==> config.mk <==
export PLATFORM = sky130hd
export DESIGN_NAME = lsu_load_align
export DESIGN_NICKNAME = d
export VERILOG_FILES = /design/src/common/lsu_pkg.sv /design/src/lsu/lsu_load_align.sv
export SDC_FILE = /design/constraint.sdc
export NUM_CORES = 1
export LEC_CHECK = 0
export BUFFER_PORTS_ARGS = -buffer_cell sky130_fd_sc_hd__buf_4
export CORE_MARGIN = 8
export CORE_UTILIZATION = 43
export CTS_BUF_LIST = sky130_fd_sc_hd__clkbuf_8
export CTS_CLUSTER_DIAMETER = 50
export DETAILED_ROUTE_END_ITERATION = 7
export HOLD_SLACK_MARGIN = 0.05
export PLACE_DENSITY = 0.92
export SLEW_MARGIN = 10
export SYNTH_ARGS = -nofsm -noshare
export SYNTH_HDL_FRONTEND = slang
export SYNTH_SLANG_ARGS = --single-unit
==> constraint.sdc <==
create_clock -name clock -period 4.92 [get_ports clock]
set_input_delay 0.738 -clock clock [delete_from_list [all_inputs] [get_ports clock]]
set_output_delay 0.738 -clock clock [all_outputs]
set_load 0.03 [all_outputs]
==> src/common/lsu_pkg.sv <==
package lsu_pkg;

    // --------------------------------------------------
    // Data memory geometry
    // --------------------------------------------------
    localparam int DATA_MEM_BYTES = 1024;
    localparam int DATA_MEM_WORDS = DATA_MEM_BYTES / 4;
    localparam int MEM_INDEX_W    = $clog2(DATA_MEM_WORDS);

    // Access size codes, same encoding as AXI size
    localparam logic [1:0] SIZE_BYTE = 2'd0;
    localparam logic [1:0] SIZE_HALF = 2'd1;
    localparam logic [1:0] SIZE_WORD = 2'd2;

    // --------------------------------------------------
    // Issue stage encodings
    // --------------------------------------------------
    typedef enum logic [7:0] {
        INST_ALU    = 8'd0,
        INST_LOAD   = 8'd1,
        INST_STORE  = 8'd2,
        INST_BRANCH = 8'd3
    } inst_type_e;

    typedef enum logic [7:0] {
        LSU_OP_NONE = 8'd0,
        LSU_OP_LB   = 8'd1,
        LSU_OP_LH   = 8'd2,
        LSU_OP_LW   = 8'd3,
        LSU_OP_LBU  = 8'd4,
        LSU_OP_LHU  = 8'd5,
        LSU_OP_SB   = 8'd6,
        LSU_OP_SH   = 8'd7,
        LSU_OP_SW   = 8'd8
    } lsu_op_e;

    // Decoded request, registered by the execute stage
    typedef struct packed {
        logic        write;
        logic        sign_ext;
        logic [1:0]  size;
        logic [1:0]  lane;
        logic [31:0] addr;
        logic [31:0] wdata;
        logic [3:0]  strb;
        logic        misaligned;
    } lsu_req_t;

endpackage

==> src/lsu/lsu_load_align.sv <==
`timescale 1ns/100ps

module lsu_load_align
    import lsu_pkg::*;
(
    input  logic        clock,
    input  logic        reset,
    input  logic        capture_i,
    input  lsu_req_t    req_i,
    input  logic [31:0] rdata_i,
    input  logic        fault_bus_i,
    input  logic        ready_post_i,
    output logic        valid_post_o,
    output logic [31:0] mem_result_o,
    output logic        fault_o,
    output logic        done_o
);

    logic [31:0] shifted;
    logic [31:0] aligned;
    logic        fault_d;
    logic        valid_q;

    // Bring the addressed lane down to bit 0
    assign shifted = rdata_i >> {req_i.lane, 3'b000};

    always_comb begin
        case (req_i.size)
            SIZE_BYTE: aligned = {{24{req_i.sign_ext & shifted[7]}}, shifted[7:0]};
            SIZE_HALF: aligned = {{16{req_i.sign_ext & shifted[15]}}, shifted[15:0]};
            default:   aligned = rdata_i;
        endcase
    end

    assign fault_d = req_i.misaligned || fault_bus_i;

    always_ff @(posedge clock) begin
        if (reset) begin
            valid_q <= 1'b0;
            fault_o <= 1'b0;
        end else if (capture_i) begin
            valid_q <= 1'b1;
            fault_o <= fault_d;
        end else if (done_o) begin
            valid_q <= 1'b0;
        end
    end

    // Stores and faults return zero
    always_ff @(posedge clock) begin
        if (capture_i) begin
            mem_result_o <= (fault_d || req_i.write) ? 32'h0 : aligned;
        end
    end

    assign valid_post_o = valid_q;
    assign done_o       = valid_q && ready_post_i;

endmodule

* Word level (Yosys, flattened, before mapping)
Index checks and enable logic that the tools add are counted.
** Word-level totals
- Memories :: 0
- Register bits :: 34
- Bits in read-only memories :: 0
- Output and inout bits :: 35
- Input port bits :: 112
- Latch bits :: 0
- Bits in writable memories :: 0
- Logic and storage cells :: 15
** Cells by class
- $lt $le $gt $ge :: 0
- Reduce and logical (&&, ||, !) cells :: 5
- Multiplexer cells :: 3
- Add/sub/neg operators :: 0
- Multipliers :: 0
- Bitwise logic cells :: 2
- Div/mod/pow operators :: 0
- Equal/unequal tests :: 1
- Shifts and indexed selects :: 1
** Operator list (number)
- one-hot mux 32 bit (2 select lines) :: 1
- right shift 32 x 5 -> 16 bit :: 1
- AND 1 bit :: 2
- equality test 2 x 1 -> 1 bit (second input constant) :: 1
- zero test 2 bit :: 1
- logical OR 1 bit :: 2
- 2-to-1 mux 1 bit :: 2
- nonzero test 2 bit :: 1
- logical AND 1 bit :: 1

* Logic depth before layout (Yosys ltp)
- Depth in word-level cells :: 3
- Gate-level depth with buffers :: 6
- Mapped depth without buffers :: 4

* Least setup slack after synthesis
OpenSTA, ideal clock, no wires.
- Path type :: input port to flip-flop
- Start point :: input req_i[70] in the netlist's numbering
- End point :: register mem_result_o[27], data pin
- Stages :: 5
- Required time :: 4.650 ns
- Library setup time :: 0.270 ns
- Buffers on the path :: 1
- Arrival :: 1.803 ns
- Path slack :: 2.847 ns
- Cells stage by stage :: mux4_2 > nand2_4 > a21boi_4 > buf_6 > a21oi_1
** On the way
- Longest elaborated chain between the ends :: 3
- Elaborated cells on any way between the ends :: 4
- Classes of those cells :: shift: 1; mux: 1; bitwise: 2
** RTL lines
- from (decl) :: RTL line lsu_load_align.sv:9 : input lsu_req_t req_i,
- right shift 32 x 5 -> 16 bit * :: RTL line lsu_load_align.sv:25 : assign shifted = rdata_i >> {req_i.lane, 3'b000};
- AND 1 bit, on equally long branches :: RTL line lsu_load_align.sv:30, lsu_load_align.sv:29
- one-hot mux 32 bit (2 select lines) * :: RTL line lsu_load_align.sv:28 : case (req_i.size)
- to (signal assigned) :: RTL line lsu_load_align.sv:52 : mem_result_o <= (fault_d || req_i.write) ? 32'h0 : aligned;
- to (decl) :: RTL line lsu_load_align.sv:14 : output logic [31:0] mem_result_o,
Every way passes the cells marked *; elsewhere a longest branch is shown, timed or not.
A chain may end at the register's enable or synchronous reset.

* Worst setup path in the final report
- Start point :: input req_i[70] in the netlist's numbering
- End point :: register mem_result_o[30], data pin
The elaborated chain is that of the path after synthesis.

==> impl_metrics.json <==
{
  "switching_power_uw": 193,
  "initial_core_util": 0.443,
  "ys_warn_count": 0,
  "layout-drive-gt1-share": 0.410,
  "worstHoldPathType": "reg2reg",
  "post-cts-setup-buffer-count": 0,
  "clkSlewWorstSetupHoldPaths_ns": 0.06,
  "netlist-cell-type-count": 26,
  "viasPerCell": 5.51,
  "comb_power_share": 0.233,
  "syn_inst": 154,
  "clkPwrFrac": 0.271,
  "rsz0062_at_grt": "no",
  "antenna_found_initial": 0,
  "synth_seq_cells": 34,
  "fin_skew_ns": 0,
  "post-route-util": 0.613,
  "dp_hpwl_um": 3650,
  "start_kind": "input port",
  "rows": 23,
  "avgSynthCellArea_sq_um": 11.3,
  "grt_busiest_layer": "met2",
  "layout_common_cells": "buf_4 (78), a21oi_1 (32), edfxtp_1 (32), nand2_1 (17), nor2_1 (13)",
  "power_frac_seq": 0.496,
  "gp_congestion": 0.801,
  "die_area_sq_um": 6350,
  "drv_cap": 0,
  "slowest_delay_ns": 0.58,
  "gr-usage-met2": 0.262,
  "finalMaxSlewViolations": 0,
  "drt.antenna.violating_nets": 0,
  "grt_usage": 0.154,
  "yosysSeqAreaShare": 0.573,
  "cts_tree": "yes",
  "grt_pass1_vias": 1545,
  "cts_resized": 0,
  "dpl-instance-area_sq_um": 2330,
  "p_sw_frac": 0.281,
  "crit_buf_inv": 1,
  "die_h_um": 79.7,
  "worstPathRequired_ns": 4.90,
  "max_freq_ghz": 0.433,
  "grt_first_pass_wirelength_um": 7510,
  "synth_nets": 266,
  "fin_area_sq_um": 2410,
  "cts_max_level": 2,
  "worst_slack_ns": 2.61,
  "path_max_fanout": 16,
  "die_w_um": 79.7,
  "drt_first_pass_iters": 4,
  "cp_cell_sequence": "buf_4 > mux4_2 > nand2_4 > a21boi_4 > a21oi_1",
  "num_io_pins": 147,
  "vdd_drop_max_uv": 155,
  "p_leak_uw": 0.00101,
  "fillers": 331,
  "hold_viol": 0,
  "core_sq_um": 3940,
  "wl_per_cell_um": 18.0,
  "reg2reg_slack_ns": 4.26,
  "status": "complete, no violations",
  "grt.overflow.total": 0,
  "fin_tns_setup_ns": 0,
  "ctsHoldBuffers": 0,
  "crit_type": "in2reg",
  "drc": 0,
  "end_kind": "flop",
  "p_int_uw": 495,
  "area_delta_synth_final_pct": 38.4,
  "finalCriticalPeriod_ns": 2.31,
  "netlist_area_sq_um": 1750,
  "slowest_stage": "mux4_2",
  "cts_buffers": 5,
  "grt_max_degree": 37,
  "drtIter0Drc": 137,
  "grt_use_met3": 0.0574,
  "vias": 1526,
  "port_buffers": 78,
  "setup_viol_count_final": 0,
  "grtUsageMet1": 0.167,
  "arrival_ns": 2.30,
  "clk_latency_ns": 0.28,
  "path_delay_family": "compound AO/OA/AOI/OAI gates",
  "powerDensity_nw_per_um2": 285,
  "clock_sinks": 34,
  "dp_slack_ns": 2.33,
  "n_antenna_cell": 0,
  "routed_wl_um": 4990,
  "relSlewSlack": 0.425,
  "fin_worst_hold_slack_ns": 0.481,
  "nets": 338,
  "final_common_cell": "buf_4",
  "worst_slew_pin_slew_ns": 0.862,
  "clk_path_buf_depth": 2,
  "period_share": 0.470,
  "cts_root_buf": "clkbuf_8"
}
[worst paths after layout]
check	cells after the start	startpoint	to
setup reg to reg	2	fault_o$_SDFFE_PP0P_	fault_o$_SDFFE_PP0P_
hold / removal	2	fault_o$_SDFFE_PP0P_	fault_o$_SDFFE_PP0P_
hold reg to reg	2	fault_o$_SDFFE_PP0P_	fault_o$_SDFFE_PP0P_
setup / recovery	5	req_i[70]	mem_result_o[30]$_SDFFCE_PP0P_
[synth_stat cells]
cell type,count,area [sq um]
dfxtp_1,2,40.0
buf_1,1,3.75
a22oi_1,8,60.1
and3b_1,1,8.76
o22ai_1,1,6.26
and2_1,1,6.26
nor2b_1,2,12.5
inv_1,1,3.75
o2bb2ai_1,7,61.3
nand2_1,17,63.8
nand2_4,1,11.3
nand2b_1,1,6.26
clkbuf_1,9,33.8
buf_6,1,11.3
buf_2,2,10.0
nor2_1,13,48.8
or3_1,1,6.26
nor3_1,1,5.00
a211oi_1,1,7.51
nor3b_1,1,7.51
a21oi_1,32,160
a21boi_4,1,18.8
mux4_2,1,22.5
edfxtp_1,32,961
mux2i_1,9,90.1
o221a_2,7,78.8
[sequential cells by signal, summed over array words and instances (netlist names)]
register,flops
fault_o,1
mem_result_o,32
valid_post_o,1
[cell families after synthesis]
kind of cell	Yosys count	synth area share
AOI/OAI and AO/OA	57	0.225
and+or+nand+nor	39	0.101
DFF	34	0.573
buffers and inverters	14	0.0358
muxes	10	0.0645
[worst min-delay path: cells and delay by family, from the launching register on]
family | cells | cell delay (ns)
and+or+nand+nor | 1 | 0.08
DFF | 1 | 0.31
AOI/OAI and AO/OA | 1 | 0.05
[metal layers]
metal / part of all wire / routed length [um]
met1: 0.38 / 1910
met2: 0.53 / 2640
met3: 0.084 / 421
met4: 0.0044 / 22
met5: 0 / 0
[through the flow]
stage,instances,power [uW]
global placement,269,504
CTS,277,693
global route,277,721
floorplan,154,434
detailed placement,269,508
finish,277,688
[power groups by stage]
stage | Clock (uW) | Sequential (uW) | Combinational, uW
final | 187 | 341 | 160
after global routing | 209 | 343 | 170
after CTS | 191 | 341 | 161
after detailed placement | 0 | 347 | 160
after global placement | 0 | 346 | 157
after floorplan | 0 | 387 | 46.7
[cell type report]
| cell class | instances | area, sq um | area share |
|---|---|---|---|
| Sequential cell | 34 | 1000 | 0.415 |
| Inverter | 1 | 3.75 | 0.00155 |
| Clock buffer | 5 | 68.8 | 0.0285 |
| Tap cell | 50 | 62.6 | 0.0259 |
| Multi-Input combinational cell | 106 | 682 | 0.282 |
| Timing Repair Buffer | 78 | 586 | 0.242 |
| Clock inverter | 3 | 11.3 | 0.00466 |
(Power assumes the default switching activity.)
