===== config.mk =====
export PLATFORM = sky130hd
export DESIGN_NAME = lsu_decode
export DESIGN_NICKNAME = d
export VERILOG_FILES = /design/src/common/lsu_pkg.sv /design/src/lsu/lsu_decode.sv
export SDC_FILE = /design/constraint.sdc
export NUM_CORES = 1
export LEC_CHECK = 0
export ABC_AREA = 1
export ABC_CLOCK_PERIOD_IN_PS = 3900
export BUFFER_PORTS_ARGS = -buffer_cell sky130_fd_sc_hd__buf_2
export CAP_MARGIN = 30
export CELL_PAD_IN_SITES_DETAIL_PLACEMENT = 1
export CELL_PAD_IN_SITES_GLOBAL_PLACEMENT = 1
export CORE_ASPECT_RATIO = 2
export CORE_UTILIZATION = 31
export DETAILED_ROUTE_END_ITERATION = 10
export PLACE_DENSITY_LB_ADDON = 0.1
export SYNTH_ARGS = -nofsm -noshare
export SYNTH_HDL_FRONTEND = slang
export SYNTH_SLANG_ARGS = --single-unit

===== constraint.sdc =====
create_clock -name vclk -period 3.9
set_input_delay 0.195 -clock vclk [all_inputs]
set_output_delay 0.195 -clock vclk [all_outputs]
set_load 0.01 [all_outputs]

===== src/common/lsu_pkg.sv =====
package lsu_pkg;

    // --------------------------------------------------
    // Data memory geometry
    // --------------------------------------------------
    localparam int DATA_MEM_BYTES = 1024;
    localparam int DATA_MEM_WORDS = DATA_MEM_BYTES / 4;
    localparam int MEM_INDEX_W    = $clog2(DATA_MEM_WORDS);

    // Access size codes, same encoding as AXI size
    localparam logic [1:0] SIZE_BYTE = 2'd0;
    localparam logic [1:0] SIZE_HALF = 2'd1;
    localparam logic [1:0] SIZE_WORD = 2'd2;

    // --------------------------------------------------
    // Issue stage encodings
    // --------------------------------------------------
    typedef enum logic [7:0] {
        INST_ALU    = 8'd0,
        INST_LOAD   = 8'd1,
        INST_STORE  = 8'd2,
        INST_BRANCH = 8'd3
    } inst_type_e;

    typedef enum logic [7:0] {
        LSU_OP_NONE = 8'd0,
        LSU_OP_LB   = 8'd1,
        LSU_OP_LH   = 8'd2,
        LSU_OP_LW   = 8'd3,
        LSU_OP_LBU  = 8'd4,
        LSU_OP_LHU  = 8'd5,
        LSU_OP_SB   = 8'd6,
        LSU_OP_SH   = 8'd7,
        LSU_OP_SW   = 8'd8
    } lsu_op_e;

    // Decoded request, registered by the execute stage
    typedef struct packed {
        logic        write;
        logic        sign_ext;
        logic [1:0]  size;
        logic [1:0]  lane;
        logic [31:0] addr;
        logic [31:0] wdata;
        logic [3:0]  strb;
        logic        misaligned;
    } lsu_req_t;

endpackage


===== src/lsu/lsu_decode.sv =====
`timescale 1ns/100ps

module lsu_decode
    import lsu_pkg::*;
(
    input  lsu_op_e     op_i,
    input  logic [31:0] imm_i,
    input  logic [31:0] rdata1_i,
    input  logic [31:0] rdata2_i,
    output lsu_req_t    req_o
);

    logic [31:0] addr;
    logic [1:0]  lane;
    logic [4:0]  lane_shift;

    assign addr       = rdata1_i + imm_i;
    assign lane       = addr[1:0];
    assign lane_shift = {lane, 3'b000};

    always_comb begin
        req_o          = '0;
        req_o.addr     = addr;
        req_o.lane     = lane;

        // Direction, size and sign
        case (op_i)
            LSU_OP_LB: begin
                req_o.size     = SIZE_BYTE;
                req_o.sign_ext = 1'b1;
            end
            LSU_OP_LBU: begin
                req_o.size = SIZE_BYTE;
            end
            LSU_OP_LH: begin
                req_o.size     = SIZE_HALF;
                req_o.sign_ext = 1'b1;
            end
            LSU_OP_LHU: begin
                req_o.size = SIZE_HALF;
            end
            LSU_OP_LW: begin
                req_o.size = SIZE_WORD;
            end
            LSU_OP_SB: begin
                req_o.size  = SIZE_BYTE;
                req_o.write = 1'b1;
            end
            LSU_OP_SH: begin
                req_o.size  = SIZE_HALF;
                req_o.write = 1'b1;
            end
            LSU_OP_SW: begin
                req_o.size  = SIZE_WORD;
                req_o.write = 1'b1;
            end
            default: begin
                req_o.size = SIZE_BYTE;
            end
        endcase

        // Store data moved into its lane, strobes follow
        if (req_o.write) begin
            case (req_o.size)
                SIZE_BYTE: begin
                    req_o.wdata = {24'h0, rdata2_i[7:0]} << lane_shift;
                    req_o.strb  = 4'b0001 << lane;
                end
                SIZE_HALF: begin
                    req_o.wdata = {16'h0, rdata2_i[15:0]} << lane_shift;
                    req_o.strb  = 4'b0011 << lane;
                end
                default: begin
                    req_o.wdata = rdata2_i;
                    req_o.strb  = 4'b1111;
                end
            endcase
        end

        req_o.misaligned = (req_o.size == SIZE_HALF && addr[0])
                         || (req_o.size == SIZE_WORD && addr[1:0] != 2'b00);
    end

endmodule


After elaboration in Yosys (flattened, before gate mapping)
Cells that the tools add are included.
- flip-flop bits (word level): 0
- input port bits: 104
- output and inout port bits: 75
- word-level logic and storage cells: 28
- $add $sub $neg: 1
- equal/unequal tests: 9
- shifts and indexed selects: 4
- mux-type cells: 5
- reduce and logical (&&, ||, !) cells: 9
- operators with widths (cell ; number):
    36-bit one-hot mux with 2 select lines ; 1
    36-bit two-way mux ; 1
    32-bit adder ; 1
    16-bit by 5-bit left shift with 32-bit output ; 1
    8-bit by 5-bit left shift with 32-bit output ; 1
    8-bit by 3-bit == test with 1-bit output, second input constant ; 3
    8-bit by 2-bit == test with 1-bit output, second input constant ; 2
    8-bit by 1-bit == test with 1-bit output, second input constant ; 1
    8-bit by 4-bit == test with 1-bit output, second input constant ; 1
    3-bit OR reduction ; 2
    2-bit one-hot mux with 2 select lines ; 1
    2-bit OR reduction ; 2
    1-bit by 2-bit left shift with 4-bit output, first input constant ; 1
    2-bit by 2-bit left shift with 4-bit output, first input constant ; 1
    2-bit by 1-bit == test with 1-bit output, second input constant ; 1
    2-bit == test, second input constant ; 1
    1-bit logical AND ; 2
    2-bit zero test ; 1
    1-bit two-way mux ; 2
    2-bit nonzero test ; 1
    1-bit logical OR ; 1

Depth between registers and ports, before layout
Gate-level depths: netlist of the first run.
- depth after elaboration: 6
- depth in mapped cells: 12
- gate-level depth less buffers: 12

Worst setup path before layout of the first run
Ideal clock, no wire load.
- kind: input-to-output
- from: in imm_i[0]
- to: out req_o[10] in the netlist's numbering
- arrival time: 1828 ps
- data required time: 3705 ps
- path slack: 1877 ps
- cell stages on the path: 10
- path buffers: 1
- path through: ha_1 inv_1 fa_1 buf_2 inv_1 nor2_1 nor2_4 inv_2 nand2_2 nor2_1
- RTL lines (what ; line ; source):
    start: declaration ; lsu_decode.sv:7 ; input logic [31:0] imm_i,
    end: declaration ; lsu_decode.sv:10 ; output lsu_req_t req_o

==> summary.md, run 1 <==
- status: complete, no violations
- period utilization: 63.31%
- ports placed on the boundary: 179
- placement-stage cell area: 4464 sq um
- via count of the first global-routing pass: 5207
- residual DRC count: 0
- clock period minus final worst setup slack: 2.469 ns
- worst slew slack as a fraction of its limit: 53.42%
- remaining global-route overflow: 0
- final cell count without fillers: 1057
- Core Box Area: 10880 sq um
- Yosys warnings: 0
- count of hold-fix buffers inserted at cts: 0
- via density per instance: 4.820
- achievable clock frequency: 405.0 MHz
- layout cell share with drive strength beyond 1: 21.48%
- port bufs: 179
- cell with the most instances after synthesis: nand2_1
- Cell Area, Synth: 3461 sq um
- share of total power in combinational logic: 100.0%
- mean instance size in the synthesized netlist: 4.627 sq um
- largest cells by area after synthesis: nand2_1 34%, inv_1 17%, ha_1 11%
- Max Cap Viol: 0
- post-layout utilization of the core: 41.04%
- maximum number of pins on one net before global-route repair: 37
- FILL cells: 1728
- Critical Path Source Type: primary input
- CLK BUF: 0
- number of resized instances in the post-cts repair step: 0
- die extent in y: 151.4 um
- measured slew at the worst slew-check pin: 0.6971 ns
- antenna violations before repair: 0
- Pleak: 3.046 nW
- growth of design area from synthesis to finish: 28.99%
- worst endpoint required time: 3.70 ns
- setup total negative slack: 0 ns
- nets@finish: 1055
- Post-Synthesis Net Count: 884
- die outline area: 11620 sq um
- area share of the largest cell type after synthesis: 34.16%
- drt first-iter violations: 87
- vias after detailed routing: 5095
- cell row count: 54
- Reg area: 0 sq um
- post-CTS setup buffers: 0
- worst-case setup slack after placement: 1.422 ns
- share of synthesized area occupied by flip-flops and latches: 0%
- number of nets with antenna violations after routing: 0
- Multi-input gate area: 2755 sq um
- worst-case vdd ir drop: 65.62 uV
- number of unique standard cell types used by synthesis: 33
- Post-synth top cells: 315 x nand2_1, 159 x inv_1, 74 x nor2_1
- Crit Path Category: primary input to output port
- worst hold-check path type: primary input to output port
- power density normalized to cell area: 142.5 nW/um^2
- total placed cells including tap cells: 1057
- Clk network pwr share: 0%
- setup-violating endpoint count in the final report: 0
- Pint: 0.2271 mW
- Post-Synthesis Cells: 748
- first-pass GRT wire length: 23320 um
- final-report max-slew violation count: 0
- final hold slack: 0.7079 ns
- CP Launch Point: imm_i[0]
- horizontal extent of the die: 76.71 um
- number of sequential cells: 0
- largest area contributor in the synthesized netlist: nand2_1
- last weighted congestion value of the routability-driven placer: 0.8975
- initial standard-cell utilization of the core: 31.82%
- post-route worst setup slack: 1.431 ns
- RSZ-0062 raised after global routing: false
- dpl hpwl: 13420 um
- final-report hold violation count: 0
- Critical Path AT: 2.27 ns
- overall routed net length: 14480 um
- critical path endpoint category: output port
- power share of the sequential group: 0%
- length of the first detailed-routing pass in iterations: 4
- total global-route track usage: 24.76%
- Final Power: 0.6360 mW
- wire length per cell after detailed routing: 13.70 um
- worst setup path endpoint: req_o[9]
- maximum fanout encountered on the critical timing path: 10
- cell area after layout: 4464 sq um
- Sw Pwr: 0.4089 mW
- switching share of power: 64.29%
- number of inserted diodes: 0
[placed cells by master (no fill, tap or decap), drive strengths merged]
master,instances
a21o,1
xnor2,2
nor2,76
o21bai,1
or2,1
nand2,318
o21ai,6
nor3,11
o22ai,1
and2,5
nand4,16
fa,1
xor2,13
buf,180
inv,167
a21oi,30
ha,31
nand3,53
clkinv,1
nand3b,1
o41ai,1
and3,1
[power groups by stage]
stage	sequential, mW	combinational [mW]	clock, mW
after detailed placement	0	0.642	0
after global routing	0	0.715	0
after floorplan	0	0.391	0
after global placement	0	0.626	0
after CTS	0	0.644	0
final	0	0.636	0
[per-layer routing]
metal  GRT usage (%)  vias up  share of wire [%]  wire length, um
met3          0.7831       29                3.1              456
li1                -     2588                  -                -
met2           56.43      144                 60             8755
met5               0        -                  0                0
met1           21.02     2334                 32             4643
met4           10.00        0                4.3              624
[cell families after synthesis]
family	synth area share, %
AND/OR/NAND/NOR	57.63
AO/OA/AOI/OAI	6.399
buffers and inverters	20.39
XOR/XNOR	3.796
adder cells (fa/ha/maj)	11.79
[cell type report]
cell class,instances,area share (%)
inverter,168,14.13
multi-input combinational,569,61.72
timing repair buffer,180,20.24
tap,140,3.924
[critical path, cell delays in order]
cell and delay [ns]:
buf_2 0.08, ha_1 0.18, inv_1 0.07, fa_1 0.69, inv_1 0.16, nor2_1 0.28
nor2_4 0.12, inv_2 0.07, nand2_2 0.12, nor2_1 0.15, buf_2 0.15
[how the worst min path moves through the flow]
stage	from	endpoint	slack, ns	cells past startpoint
final	rdata2_i[6]	req_o[11]	0.71	4
after global routing	rdata2_i[6]	req_o[11]	0.72	4
after CTS	rdata2_i[6]	req_o[11]	0.71	4
after detailed placement	rdata2_i[6]	req_o[11]	0.71	4
after global placement	rdata2_i[0]	req_o[5]	0.70	4
after floorplan	rdata2_i[5]	req_o[10]	0.48	2
No activity file was read; power rests on OpenSTA's default activity.
==> run 2, diff against run 1 <==
--- a/config.mk
+++ b/config.mk
@@ -6,13 +6,13 @@
 export NUM_CORES = 1
 export LEC_CHECK = 0
 export ABC_AREA = 1
-export ABC_CLOCK_PERIOD_IN_PS = 3900
+export ABC_CLOCK_PERIOD_IN_PS = 2390
 export BUFFER_PORTS_ARGS = -buffer_cell sky130_fd_sc_hd__buf_2
 export CAP_MARGIN = 30
 export CELL_PAD_IN_SITES_DETAIL_PLACEMENT = 1
 export CELL_PAD_IN_SITES_GLOBAL_PLACEMENT = 1
 export CORE_ASPECT_RATIO = 2
-export CORE_UTILIZATION = 31
+export CORE_UTILIZATION = 29
 export DETAILED_ROUTE_END_ITERATION = 10
 export PLACE_DENSITY_LB_ADDON = 0.1
 export SYNTH_ARGS = -nofsm -noshare
==> constraint.sdc (replaced) <==
create_clock -name vclk -period 2.39
set_input_delay 0.1195 -clock vclk [all_inputs]
set_output_delay 0.1195 -clock vclk [all_outputs]
set_load 0.01 [all_outputs]
==> run 2 against run 1 <==
Global-route usage fell by 0.81 points. Utilization fell by 2.5 points. Count of clock-buffer cells in the layout did not move.
==> summary.md, run 2 (synthesis gave the netlist of run 1 again) <==
- status: complete, no violations
- via density per instance: 4.805
- most common cell after layout, fill and taps aside: nand2_1
- total placed cells including tap cells: 1067
- Reg area: 0 sq um
- worst hold-check path type: primary input to output port
- die outline area: 12400 sq um
- Critical Path Source Type: primary input
- drt first-iter violations: 99
- maximum fanout encountered on the critical timing path: 4
- number of sequential cells: 0
- Critical Path, Cell by Cell: buf_2 > ha_1 > inv_1 > fa_1 > inv_1 > nand3_1 > nand3_1 > nand2_1 > nand2_1 > nand2_1 > nand3_1 > nand2_1 > nand2_1 > buf_2
- power share of the sequential group: 0%
- power density normalized to cell area: 232.6 nW/um^2
- share of total power in combinational logic: 100.0%
- wire length per cell after detailed routing: 14.18 um
- critical path endpoint category: output port
- via count of the first global-routing pass: 5326
- overall routed net length: 15130 um
- maximum number of pins on one net before global-route repair: 37
- final cell count without fillers: 1067
- Max Cap Viol: 0
- Multi-input gate area: 2755 sq um
- antenna violations before repair: 0
- most frequent cells in the layout: 315 x nand2_1, 179 x buf_2, 159 x inv_1, 74 x nor2_1, 52 x nand3_1
- clock period minus final worst setup slack: 2.134 ns
- worst slew slack as a fraction of its limit: 66.13%
- period utilization: 89.31%
- final-report max-slew violation count: 0
- number of inserted diodes: 0
- worst endpoint required time: 2.27 ns
- count of hold-fix buffers inserted at cts: 0
- last weighted congestion value of the routability-driven placer: 0.9158
- horizontal extent of the die: 79.25 um
- FILL cells: 1836
- slowest CP cell: fa_1
- Clk network pwr share: 0%
- RSZ-0062 raised after global routing: false
- worst-case vdd ir drop: 93.23 uV
- switching share of power: 64.19%
- die extent in y: 156.5 um
- Pint: 0.3755 mW
- achievable clock frequency: 468.5 MHz
- cell row count: 56
- setup-violating endpoint count in the final report: 0
- first-pass GRT wire length: 23730 um
- ports placed on the boundary: 179
- delay contributed by the slowest stage of the critical path: 0.42 ns
- final-report hold violation count: 0
- CP dominant cell by count: nand2_1
- Sw Pwr: 0.6730 mW
- nets@finish: 1060
- length of the first detailed-routing pass in iterations: 4
- initial standard-cell utilization of the core: 29.58%
- growth of design area from synthesis to finish: 30.26%
- layout cell share with drive strength beyond 1: 21.91%
- dpl hpwl: 13980 um
- Core Box Area: 11700 sq um
- total global-route track usage: 23.95%
- residual DRC count: 0
- post-CTS setup buffers: 0
- Crit Path Category: primary input to output port
- setup total negative slack: 0 ns
- vias after detailed routing: 5127
- port bufs: 179
- measured slew at the worst slew-check pin: 0.5067 ns
- remaining global-route overflow: 0
- Pleak: 3.072 nW
- number of resized instances in the post-cts repair step: 0
- Critical Path AT: 2.01 ns
- number of nets with antenna violations after routing: 0
- CLK BUF: 0
==> run 2: cell types whose count changed in the layout (fill, tap and decap cells not counted), sizes merged <==
cell,before,now
buf,180,185
==> run 2: cell type report <==
type | count | share of cell area, %
Inverter | 168 | 13.99
Timing Repair Buffer | 185 | 20.87
Multi-Input combinational cell | 569 | 61.12
Tap cell | 145 | 4.024
==> run 2: through the flow <==
stage / utilization, % / cell area [sq um] / total power [mW] / setup WS (ns) / hold slack (ns)
after detailed placement: 38.53 / 4508 / 1.060 / 0.2584 / 0.5585
after global placement: 38.53 / 4508 / 1.034 / 0.3014 / 0.5544
after CTS: 38.53 / 4508 / 1.063 / 0.2455 / 0.5593
after floorplan: - / 3461 / 0.6380 / 0.5184 / 0.3261
final: 38.53 / 4508 / 1.049 / 0.2556 / 0.5594
after global routing: 38.53 / 4508 / 1.175 / 0.09149 / 0.5809
==> run 2: worst max-delay path, delay by kind of cell <==
kind	cells	cell delay, ns
adders and majority gates	2	0.60
and+or+nand+nor	8	0.90
buffers and inverters	4	0.39
==> run 2: final timing paths <==
check	to	slack [ns]	from	cells past startpoint
max	req_o[61]	0.26	imm_i[0]	14
min	req_o[9]	0.56	rdata2_i[4]	4
==> run 2: power by group through the flow <==
stage / Clock (mW) / Combinational (mW) / Sequential, mW
after floorplan: 0 / 0.638 / 0
after global placement: 0 / 1.03 / 0
after detailed placement: 0 / 1.06 / 0
after CTS: 0 / 1.06 / 0
after global routing: 0 / 1.17 / 0
final: 0 / 1.05 / 0
==> run 2: per-layer routing <==
| metal | GRT usage, % | share of wire [%] |
|---|---|---|
| met2 | 53.86 | 61 |
| met5 | 0 | 0 |
| met4 | 9.524 | 4.5 |
| met1 | 19.95 | 32 |
| met3 | 1.050 | 2.8 |
