--- src/common/axi_pkg.sv ---
package axi_pkg;

    // --------------------------------------------------
    // Response and burst codes
    // --------------------------------------------------
    localparam logic [1:0] AXI_RESP_OKAY   = 2'b00;
    localparam logic [1:0] AXI_RESP_SLVERR = 2'b10;
    localparam logic [1:0] AXI_BURST_INCR  = 2'b01;

    // --------------------------------------------------
    // Channel payloads
    // --------------------------------------------------

    // Shared by AW and AR
    typedef struct packed {
        logic [31:0] addr;
        logic [3:0]  id;
        logic [7:0]  len;
        logic [2:0]  size;
        logic [1:0]  burst;
    } axi_addr_t;

    typedef struct packed {
        logic [31:0] data;
        logic [3:0]  strb;
        logic        last;
    } axi_w_t;

    typedef struct packed {
        logic [1:0] resp;
        logic [3:0] id;
    } axi_b_t;

    typedef struct packed {
        logic [31:0] data;
        logic [1:0]  resp;
        logic        last;
        logic [3:0]  id;
    } axi_r_t;

endpackage

--- src/common/lsu_pkg.sv ---
package lsu_pkg;

    // --------------------------------------------------
    // Data memory geometry
    // --------------------------------------------------
    localparam int DATA_MEM_BYTES = 1024;
    localparam int DATA_MEM_WORDS = DATA_MEM_BYTES / 4;
    localparam int MEM_INDEX_W    = $clog2(DATA_MEM_WORDS);

    // Access size codes, same encoding as AXI size
    localparam logic [1:0] SIZE_BYTE = 2'd0;
    localparam logic [1:0] SIZE_HALF = 2'd1;
    localparam logic [1:0] SIZE_WORD = 2'd2;

    // --------------------------------------------------
    // Issue stage encodings
    // --------------------------------------------------
    typedef enum logic [7:0] {
        INST_ALU    = 8'd0,
        INST_LOAD   = 8'd1,
        INST_STORE  = 8'd2,
        INST_BRANCH = 8'd3
    } inst_type_e;

    typedef enum logic [7:0] {
        LSU_OP_NONE = 8'd0,
        LSU_OP_LB   = 8'd1,
        LSU_OP_LH   = 8'd2,
        LSU_OP_LW   = 8'd3,
        LSU_OP_LBU  = 8'd4,
        LSU_OP_LHU  = 8'd5,
        LSU_OP_SB   = 8'd6,
        LSU_OP_SH   = 8'd7,
        LSU_OP_SW   = 8'd8
    } lsu_op_e;

    // Decoded request, registered by the execute stage
    typedef struct packed {
        logic        write;
        logic        sign_ext;
        logic [1:0]  size;
        logic [1:0]  lane;
        logic [31:0] addr;
        logic [31:0] wdata;
        logic [3:0]  strb;
        logic        misaligned;
    } lsu_req_t;

endpackage

--- src/lsu/lsu_axi_master.sv ---
`timescale 1ns/100ps

module lsu_axi_master
    import axi_pkg::*;
    import lsu_pkg::*;
(
    input  logic        clock,
    input  logic        reset,

    input  logic        valid_pre_i,
    input  inst_type_e  inst_type_i,
    input  lsu_req_t    req_i,
    output logic        ready_pre_o,

    output axi_addr_t   aw_o,
    output logic        awvalid_o,
    input  logic        awready_i,
    output axi_w_t      w_o,
    output logic        wvalid_o,
    input  logic        wready_i,
    input  axi_b_t      b_i,
    input  logic        bvalid_i,
    output logic        bready_o,
    output axi_addr_t   ar_o,
    output logic        arvalid_o,
    input  logic        arready_i,
    input  axi_r_t      r_i,
    input  logic        rvalid_i,
    output logic        rready_o,

    output logic        capture_o,
    output lsu_req_t    req_o,
    output logic [31:0] rdata_o,
    output logic        fault_bus_o,
    input  logic        done_i,

    output logic [31:0] load_count_o,
    output logic [31:0] store_count_o
);

    typedef enum logic [2:0] {
        ST_IDLE,
        ST_WAIT_AW_W,
        ST_WAIT_B,
        ST_WAIT_AR,
        ST_WAIT_R,
        ST_HOLD
    } state_e;

    state_e    state_q;
    state_e    state_d;
    lsu_req_t  req_q;
    logic      aw_done_q;
    logic      w_done_q;
    logic      skip_q;
    logic      accept;
    logic      aw_fire;
    logic      w_fire;
    logic      b_fire;
    logic      ar_fire;
    logic      r_fire;
    axi_addr_t addr_chan;

    assign accept  = valid_pre_i && ready_pre_o
                   && (inst_type_i == INST_LOAD || inst_type_i == INST_STORE);
    assign aw_fire = awvalid_o && awready_i;
    assign w_fire  = wvalid_o && wready_i;
    assign b_fire  = bvalid_i && bready_o;
    assign ar_fire = arvalid_o && arready_i;
    assign r_fire  = rvalid_i && rready_o;

    // --------------------------------------------------
    // FSM
    // --------------------------------------------------
    always_comb begin
        state_d = state_q;
        case (state_q)
            ST_IDLE: begin
                if (accept) begin
                    // Misaligned requests never reach the bus
                    if (req_i.misaligned) begin
                        state_d = ST_HOLD;
                    end else if (req_i.write) begin
                        state_d = ST_WAIT_AW_W;
                    end else begin
                        state_d = ST_WAIT_AR;
                    end
                end
            end
            ST_WAIT_AW_W: begin
                if ((aw_done_q || aw_fire) && (w_done_q || w_fire)) begin
                    state_d = ST_WAIT_B;
                end
            end
            ST_WAIT_B: if (b_fire) state_d = ST_HOLD;
            ST_WAIT_AR: if (ar_fire) state_d = ST_WAIT_R;
            ST_WAIT_R: if (r_fire) state_d = ST_HOLD;
            ST_HOLD: if (done_i) state_d = ST_IDLE;
            default: state_d = ST_IDLE;
        endcase
    end

    always_ff @(posedge clock) begin
        if (reset) begin
            state_q       <= ST_IDLE;
            aw_done_q     <= 1'b0;
            w_done_q      <= 1'b0;
            skip_q        <= 1'b0;
            load_count_o  <= '0;
            store_count_o <= '0;
        end else begin
            state_q   <= state_d;
            aw_done_q <= (state_d == ST_WAIT_AW_W) && (aw_done_q || aw_fire);
            w_done_q  <= (state_d == ST_WAIT_AW_W) && (w_done_q || w_fire);
            skip_q    <= accept && req_i.misaligned;
            // One capture per operation, faults included
            if (capture_o) begin
                if (req_q.write) begin
                    store_count_o <= store_count_o + 32'd1;
                end else begin
                    load_count_o <= load_count_o + 32'd1;
                end
            end
        end
    end

    always_ff @(posedge clock) begin
        if (accept) begin
            req_q <= req_i;
        end
    end

    // --------------------------------------------------
    // AXI channel drive
    // --------------------------------------------------
    assign addr_chan = '{
        addr:  req_q.addr,
        id:    4'd0,
        len:   8'd0,
        size:  {1'b0, req_q.size},
        burst: AXI_BURST_INCR
    };

    assign aw_o      = addr_chan;
    assign ar_o      = addr_chan;
    assign w_o       = '{data: req_q.wdata, strb: req_q.strb, last: 1'b1};
    assign awvalid_o = (state_q == ST_WAIT_AW_W) && !aw_done_q;
    assign wvalid_o  = (state_q == ST_WAIT_AW_W) && !w_done_q;
    assign bready_o  = (state_q == ST_WAIT_B);
    assign arvalid_o = (state_q == ST_WAIT_AR);
    assign rready_o  = (state_q == ST_WAIT_R);

    assign ready_pre_o = (state_q == ST_IDLE);

    // Result stage hand-off
    assign capture_o   = skip_q || r_fire || b_fire;
    assign req_o       = req_q;
    assign rdata_o     = r_i.data;
    assign fault_bus_o = (r_fire && r_i.resp != AXI_RESP_OKAY)
                       || (b_fire && b_i.resp != AXI_RESP_OKAY);

endmodule

--- config.mk ---
export PLATFORM = sky130hd
export DESIGN_NAME = lsu_axi_master
export DESIGN_NICKNAME = d
export VERILOG_FILES = /design/src/common/axi_pkg.sv /design/src/common/lsu_pkg.sv /design/src/lsu/lsu_axi_master.sv
export SDC_FILE = /design/constraint.sdc
export NUM_CORES = 1
export LEC_CHECK = 0
export ABC_AREA = 1
export BUFFER_PORTS_ARGS = -buffer_cell sky130_fd_sc_hd__buf_2
export CAP_MARGIN = 5
export CORE_MARGIN = 2
export CORE_UTILIZATION = 25
export CTS_CLUSTER_DIAMETER = 120
export CTS_CLUSTER_SIZE = 24
export DETAILED_ROUTE_END_ITERATION = 16
export PLACE_DENSITY_LB_ADDON = 0.08
export SLEW_MARGIN = 40
export SYNTH_ARGS = -nofsm -noshare
export SYNTH_HDL_FRONTEND = slang
export SYNTH_SLANG_ARGS = --single-unit
--- constraint.sdc ---
create_clock -name clock -period 13.1 [get_ports clock]
set_input_delay 0.655 -clock clock [delete_from_list [all_inputs] [get_ports clock]]
set_output_delay 0.655 -clock clock [all_outputs]
set_load 0.005 [all_outputs]
=== Word-level counts from Yosys, hierarchy flattened ===
Cells that the tools add are included.

* Bits of input ports: 137
* Output and inout port bits: 314
* Logic and storage cells: 62
* Register bits: 145

* Mux-type cells: 9
* Reductions and logical operators: 28
* $add $sub $neg: 2
* Equality and inequality tests: 8
* Bitwise logic cells: 1

{| class="wikitable"
|+ Operators by type and width
! kind !! number
|-
| $add 32x1->32 const B || 2
|-
| $mux 3 || 7
|-
| $pmux 3 s6 || 1
|-
| $logic_and 1x1->1 || 15
|-
| $eq 8x1->1 const B || 1
|-
| $eq 8x2->1 const B || 1
|-
| $eq 3x1->1 const B || 2
|-
| $eq 3x2->1 const B || 2
|-
| $eq 3x3->1 const B || 2
|-
| $logic_or 1x1->1 || 6
|-
| $reduce_and 2->1 || 2
|-
| $reduce_bool 2->1 || 2
|-
| $logic_not 3->1 || 1
|-
| $logic_not 1->1 || 2
|-
| $mux 2 || 1
|-
| $not 1->1 || 1
|}

=== Longest topological paths before layout ===
* Word-level depth: 9
* Gate-level depth with buffers: 11

=== Worst setup path before layout ===
No wires, ideal clock.

* Path type: input port to flip-flop
* Start: in inst_type_i[4]
* End: reg aw_done_q
* Required time: 12.988 ns
* Setup slack: 8.298 ns
* Arrival time: 4.690 ns
* Path buffers: 0
* Cell stages on the path: 8
* Path through: nor3_1 -> nand2_1 -> nor2_1 -> nand2_1 -> nand2_1 -> inv_1 -> nand2_1 -> nor2_1

* Cells in the longest elaborated chain, start to end: 7
* Elaborated cells between the ends (all ways): 8
* Classes of those cells: 3 x eq/ne; 2 x mux; 3 x reduce/logical

{| class="wikitable"
|+ RTL lines
! what !! line !! text
|-
| start: declaration || lsu_axi_master.sv:11 || <nowiki>input inst_type_e inst_type_i,</nowiki>
|-
| $eq 8x1->1 or $eq 8x2->1 (tied branches) || lsu_axi_master.sv:65 || <nowiki>&& (inst_type_i == INST_LOAD || inst_type_i == INST_STORE);</nowiki>
|-
| $logic_or 1x1->1 (*) || lsu_axi_master.sv:65 ||
|-
| $logic_and 1x1->1 (*) || lsu_axi_master.sv:65 ||
|-
| $mux 3 (*) || lsu_axi_master.sv:79 || <nowiki>if (accept) begin</nowiki>
|-
| $pmux 3 s6 (*) || lsu_axi_master.sv:77 || <nowiki>case (state_q)</nowiki>
|-
| $eq 3x1->1 (*) || lsu_axi_master.sv:113 || <nowiki>aw_done_q <= (state_d == ST_WAIT_AW_W) && (aw_done_q || aw_fire);</nowiki>
|-
| $logic_and 1x1->1 (*) || lsu_axi_master.sv:113 ||
|-
| end signal: assignment || lsu_axi_master.sv:113 ||
|-
| end: declaration || lsu_axi_master.sv:53 || <nowiki>logic aw_done_q;</nowiki>
|}

Every way passes the cells marked *; elsewhere a longest branch is shown, timed or not.
A chain may end at the register's enable or synchronous reset.

=== Worst setup path after layout ===
* Start: reg state_q[2]
* End: reg load_count_o[23]

* Cells in the longest elaborated chain, start to end: 5
* Elaborated cells between the ends (all ways): 7
* Classes of those cells: 2 x eq/ne; 5 x reduce/logical

{| class="wikitable"
|+ RTL lines
! what !! line !! text
|-
| start: declaration || lsu_axi_master.sv:50 || <nowiki>state_e state_q;</nowiki>
|-
| start signal: assignment || lsu_axi_master.sv:112 || <nowiki>state_q <= state_d;</nowiki>
|-
| $eq 3x3->1 || lsu_axi_master.sv:151 || <nowiki>assign rready_o = (state_q == ST_WAIT_R);</nowiki>
|-
| $logic_and 1x1->1 || lsu_axi_master.sv:70 || <nowiki>assign r_fire = rvalid_i && rready_o;</nowiki>
|-
| $logic_or 1x1->1 || lsu_axi_master.sv:156 || <nowiki>assign capture_o = skip_q || r_fire || b_fire;</nowiki>
|-
| $logic_or 1x1->1 (*) || lsu_axi_master.sv:156 ||
|-
| $reduce_and 2->1 (no source line) (*) || -- ||
|-
| end signal: assignment || lsu_axi_master.sv:121 || <nowiki>load_count_o <= load_count_o + 32'd1;</nowiki>
|-
| end: declaration || lsu_axi_master.sv:37 || <nowiki>output logic [31:0] load_count_o,</nowiki>
|}

Marked as above.

==> results by group <==
Clock network
  • Clk sinks: 145
  • Gates resized, CTS repair: 0
  • H-tree depth: 4
  • Clk slew on worst S/H paths: 0.07 ns
  • CTS Buffer Depth: 2
  • Worst-Skew Late Latency: 0.43 ns
  • CTS Buf Count: 17
  • Hold buffers post-CTS: 0
  • Clock root cell: clkbuf_16
  • TritonCTS clock tree: done
  • Setup bufs post-CTS: 0

Detailed routing
  • Iter 0 DRT Violations: 229
  • TritonRoute pass-1 iters: 4
  • Antenna viol nets, final: 0
  • Drt drc: 0
  • Via/cell ratio: 4.032
  • DR WL/cell: 15.84 um
  • Routed wire length: 25490 um
  • Vias post-DR: 6488

Power
  • IR drop worst, VDD: 0.08440 mV
  • Final Power: 1002 uW
  • Static Leak: 0.004109 uW
  • Power per cell area: 105.6 mW/mm^2

Min path
  • Hold Path Class: input pin to flop

Global route
  • Vias in the first global route: 6063
  • Initial antenna violation count: 4
  • Largest net degree at the start of global routing: 72
  • Gr ovfl total: 0
  • Global Route Usage Sum: 0.1526
  • First-pass GRT wire length: 37760 um

Placement
  • Final Wtd Congestion: 0.7517
  • Dpl cells: 1575
  • Post-DP HPWL: 19720 um
  • Port-buffer cells: 346

Yosys
  • Syn Inst Count: 978
  • Ys Warns: 0
  • Top FF cell, synth: edfxtp_1
  • Mapped cell area: 0.007893 mm^2
  • EDFF count, synth: 75
  • Number of synthesized register bits: 145
  • Yosys cell types: 37
  • Avg Inst Size Synth: 8.070 um^2
  • Ys async rst share: 0
  • Sequential cell area fraction in the yosys report: 0.4629

Worst setup path
  • CP arrival: 2.77 ns
  • Worst-path fanout max: 29
  • Required @ worst endpoint: 13.47 ns
  • Path type of the worst setup path: flop to flop
  • Critical Path Sink Type: flop
  • Startpoint Class: flop

Timing
  • Max-slew violations: 0
  • Hold Fails Final Rpt: 0
  • Setup violators final: 0
  • Slew headroom: 0.4891
  • Slew @ Worst Pin: 0.7656 ns
  • Unrepaired setup endpoints after global routing: false
  • Fmax: 417.3 MHz
  • Final period util: 0.1829
  • Setup TNS: 0 ns
  • Min cycle time layout: 2.396 ns
  • Skew final: 0.009175 ns

Final layout
  • Cell Count, Final, Fillers Out: 1609
  • Ratio of cells with drive above 1 in the final layout: 0.3353
  • Nets: 1331
  • Layout area overhead: 20.16%
  • Fillers: 3455

Die
  • Die X: 181.7 um
  • Starting density of the core: 0.2521
  • Die area: 0.03301 mm^2
  • # IOs: 451
  • Die Y: 181.7 um
  • Row Count: 65
  • Core Region: 0.03131 mm^2

Outcome
  • Outcome: finished, final reports clean

Flow run
  • Max-Cap Viols: 0
==> cell usage in the layout (no fill, tap or decap), drive strengths merged, types with 13 or more instances in the layout <==
cell type  instances
inv               82
dfxtp             70
a21oi             41
clkbuf            20
conb              31
o21ai             13
xor2              13
nand3             40
buf              349
nand2            272
nor2             152
edfxtp            75
==> final timing paths <==
path	start	endpoint	slack, ns	cells past startpoint
worst min register to register	load_count_o[9]$_SDFFE_PP0P_	load_count_o[9]$_SDFFE_PP0P_	0.50	2
worst max register to register	state_q[2]$_SDFF_PP0_	load_count_o[23]$_SDFFE_PP0P_	10.70	9
worst min-delay path	req_i[39]	ar_o[19]$_DFFE_PN_	0.40	1
worst max-delay path	state_q[2]$_SDFF_PP0_	load_count_o[23]$_SDFFE_PP0P_	10.70	9
==> power breakdown <==
part           total (uW)  leakage [uW]  internal (uW)  switching, uW
sequential            478       0.00124            477          0.465
combinational        26.4       0.00259           12.6           13.8
clock                 497      0.000278            297            200
total                1000       0.00411            787            214
==> layer usage <==
layer  part of all wire  global-route usage  up-vias
met3              0.074             0.05195       22
met2               0.47              0.2535      225
met5            0.00090                   0        -
li1                   -                   -     3324
met1               0.44              0.1865     2913
met4              0.012             0.04715        4
==> synth_stat cells, types with 2 or more instances <==
master / number / area, um^2
buf_6: 4 / 45.04
nor3b_2: 3 / 37.54
dfxtp_1: 70 / 1401
clkbuf_1: 4 / 15.01
buf_1: 3 / 11.26
nand3_1: 36 / 180.2
nor3b_1: 2 / 15.01
nor2_4: 6 / 67.56
nand4_1: 7 / 43.79
nor2_1: 139 / 521.8
o22ai_1: 2 / 12.51
ha_1: 2 / 25.02
nand2_1: 268 / 1006
nor3_1: 8 / 40.04
nand2_2: 3 / 18.77
nand3_2: 3 / 30.03
a21oi_1: 41 / 205.2
nor3_2: 2 / 20.02
nor2_2: 7 / 43.79
o21ai_0: 13 / 65.06
edfxtp_1: 75 / 2252
inv_1: 80 / 300.3
xnor2_1: 3 / 26.28
buf_4: 170 / 1276
xor2_1: 13 / 113.9
nand3b_1: 2 / 15.01
conb_1: 2 / 7.510
==> worst max-delay path, stage by stage (launching register included) <==
cell	delay [ns]
dfxtp_1	0.39
nor2_2	0.16
nand3_2	0.14
nand3_4	0.15
nand2_2	0.39
inv_1	0.74
nand3_1	0.13
nand2_1	0.09
inv_1	0.04
nor2_1	0.08
==> logic make-up (layout without fill, tap and decap cells) <==
group           after synthesis  in the layout  synth area share
xor+xnor                     16             16           0.01776
flops                       145            145            0.4629
fa+ha+maj                     2              2          0.003170
other cells                   2             33         0.0009515
buf+inv                     264            462            0.2118
compound gates               58             58           0.03821
simple gates                491            491            0.2652
==> registers in the layout, indices dropped and copies added (netlist names) <==
register,cells
req_o,41
ar_o,34
load_count_o,32
store_count_o,32
state_q,3
aw_done_q,1
skip_q,1
w_done_q,1
==> stage by stage <==
step	utilization	area [um^2]	hold slack [ns]	worst slack, ns
after floorplan	-	8001	0.4737	8.298
after global placement	0.2842	8899	0.4899	10.34
after detailed placement	0.2843	8902	0.4959	10.41
after CTS	0.3027	9479	0.3685	10.64
after global routing	0.3027	9479	0.3717	10.39
final	0.3029	9484	0.3966	10.70
==> area by class of cell <==
cell class | instances | area (um^2) | area share
Inverter | 81 | 304.0 | 0.03206
Sequential cell | 145 | 3654 | 0.3852
Timing Repair Buffer | 349 | 1758 | 0.1854
Tap cell | 402 | 503.0 | 0.05303
Multi-Input combinational cell | 598 | 2684 | 0.2830
Clock inverter | 12 | 140.1 | 0.01478
Antenna cell | 2 | 5.005 | 0.0005277
Clock buffer | 20 | 436.7 | 0.04604
No activity file was read; power rests on OpenSTA's default activity.
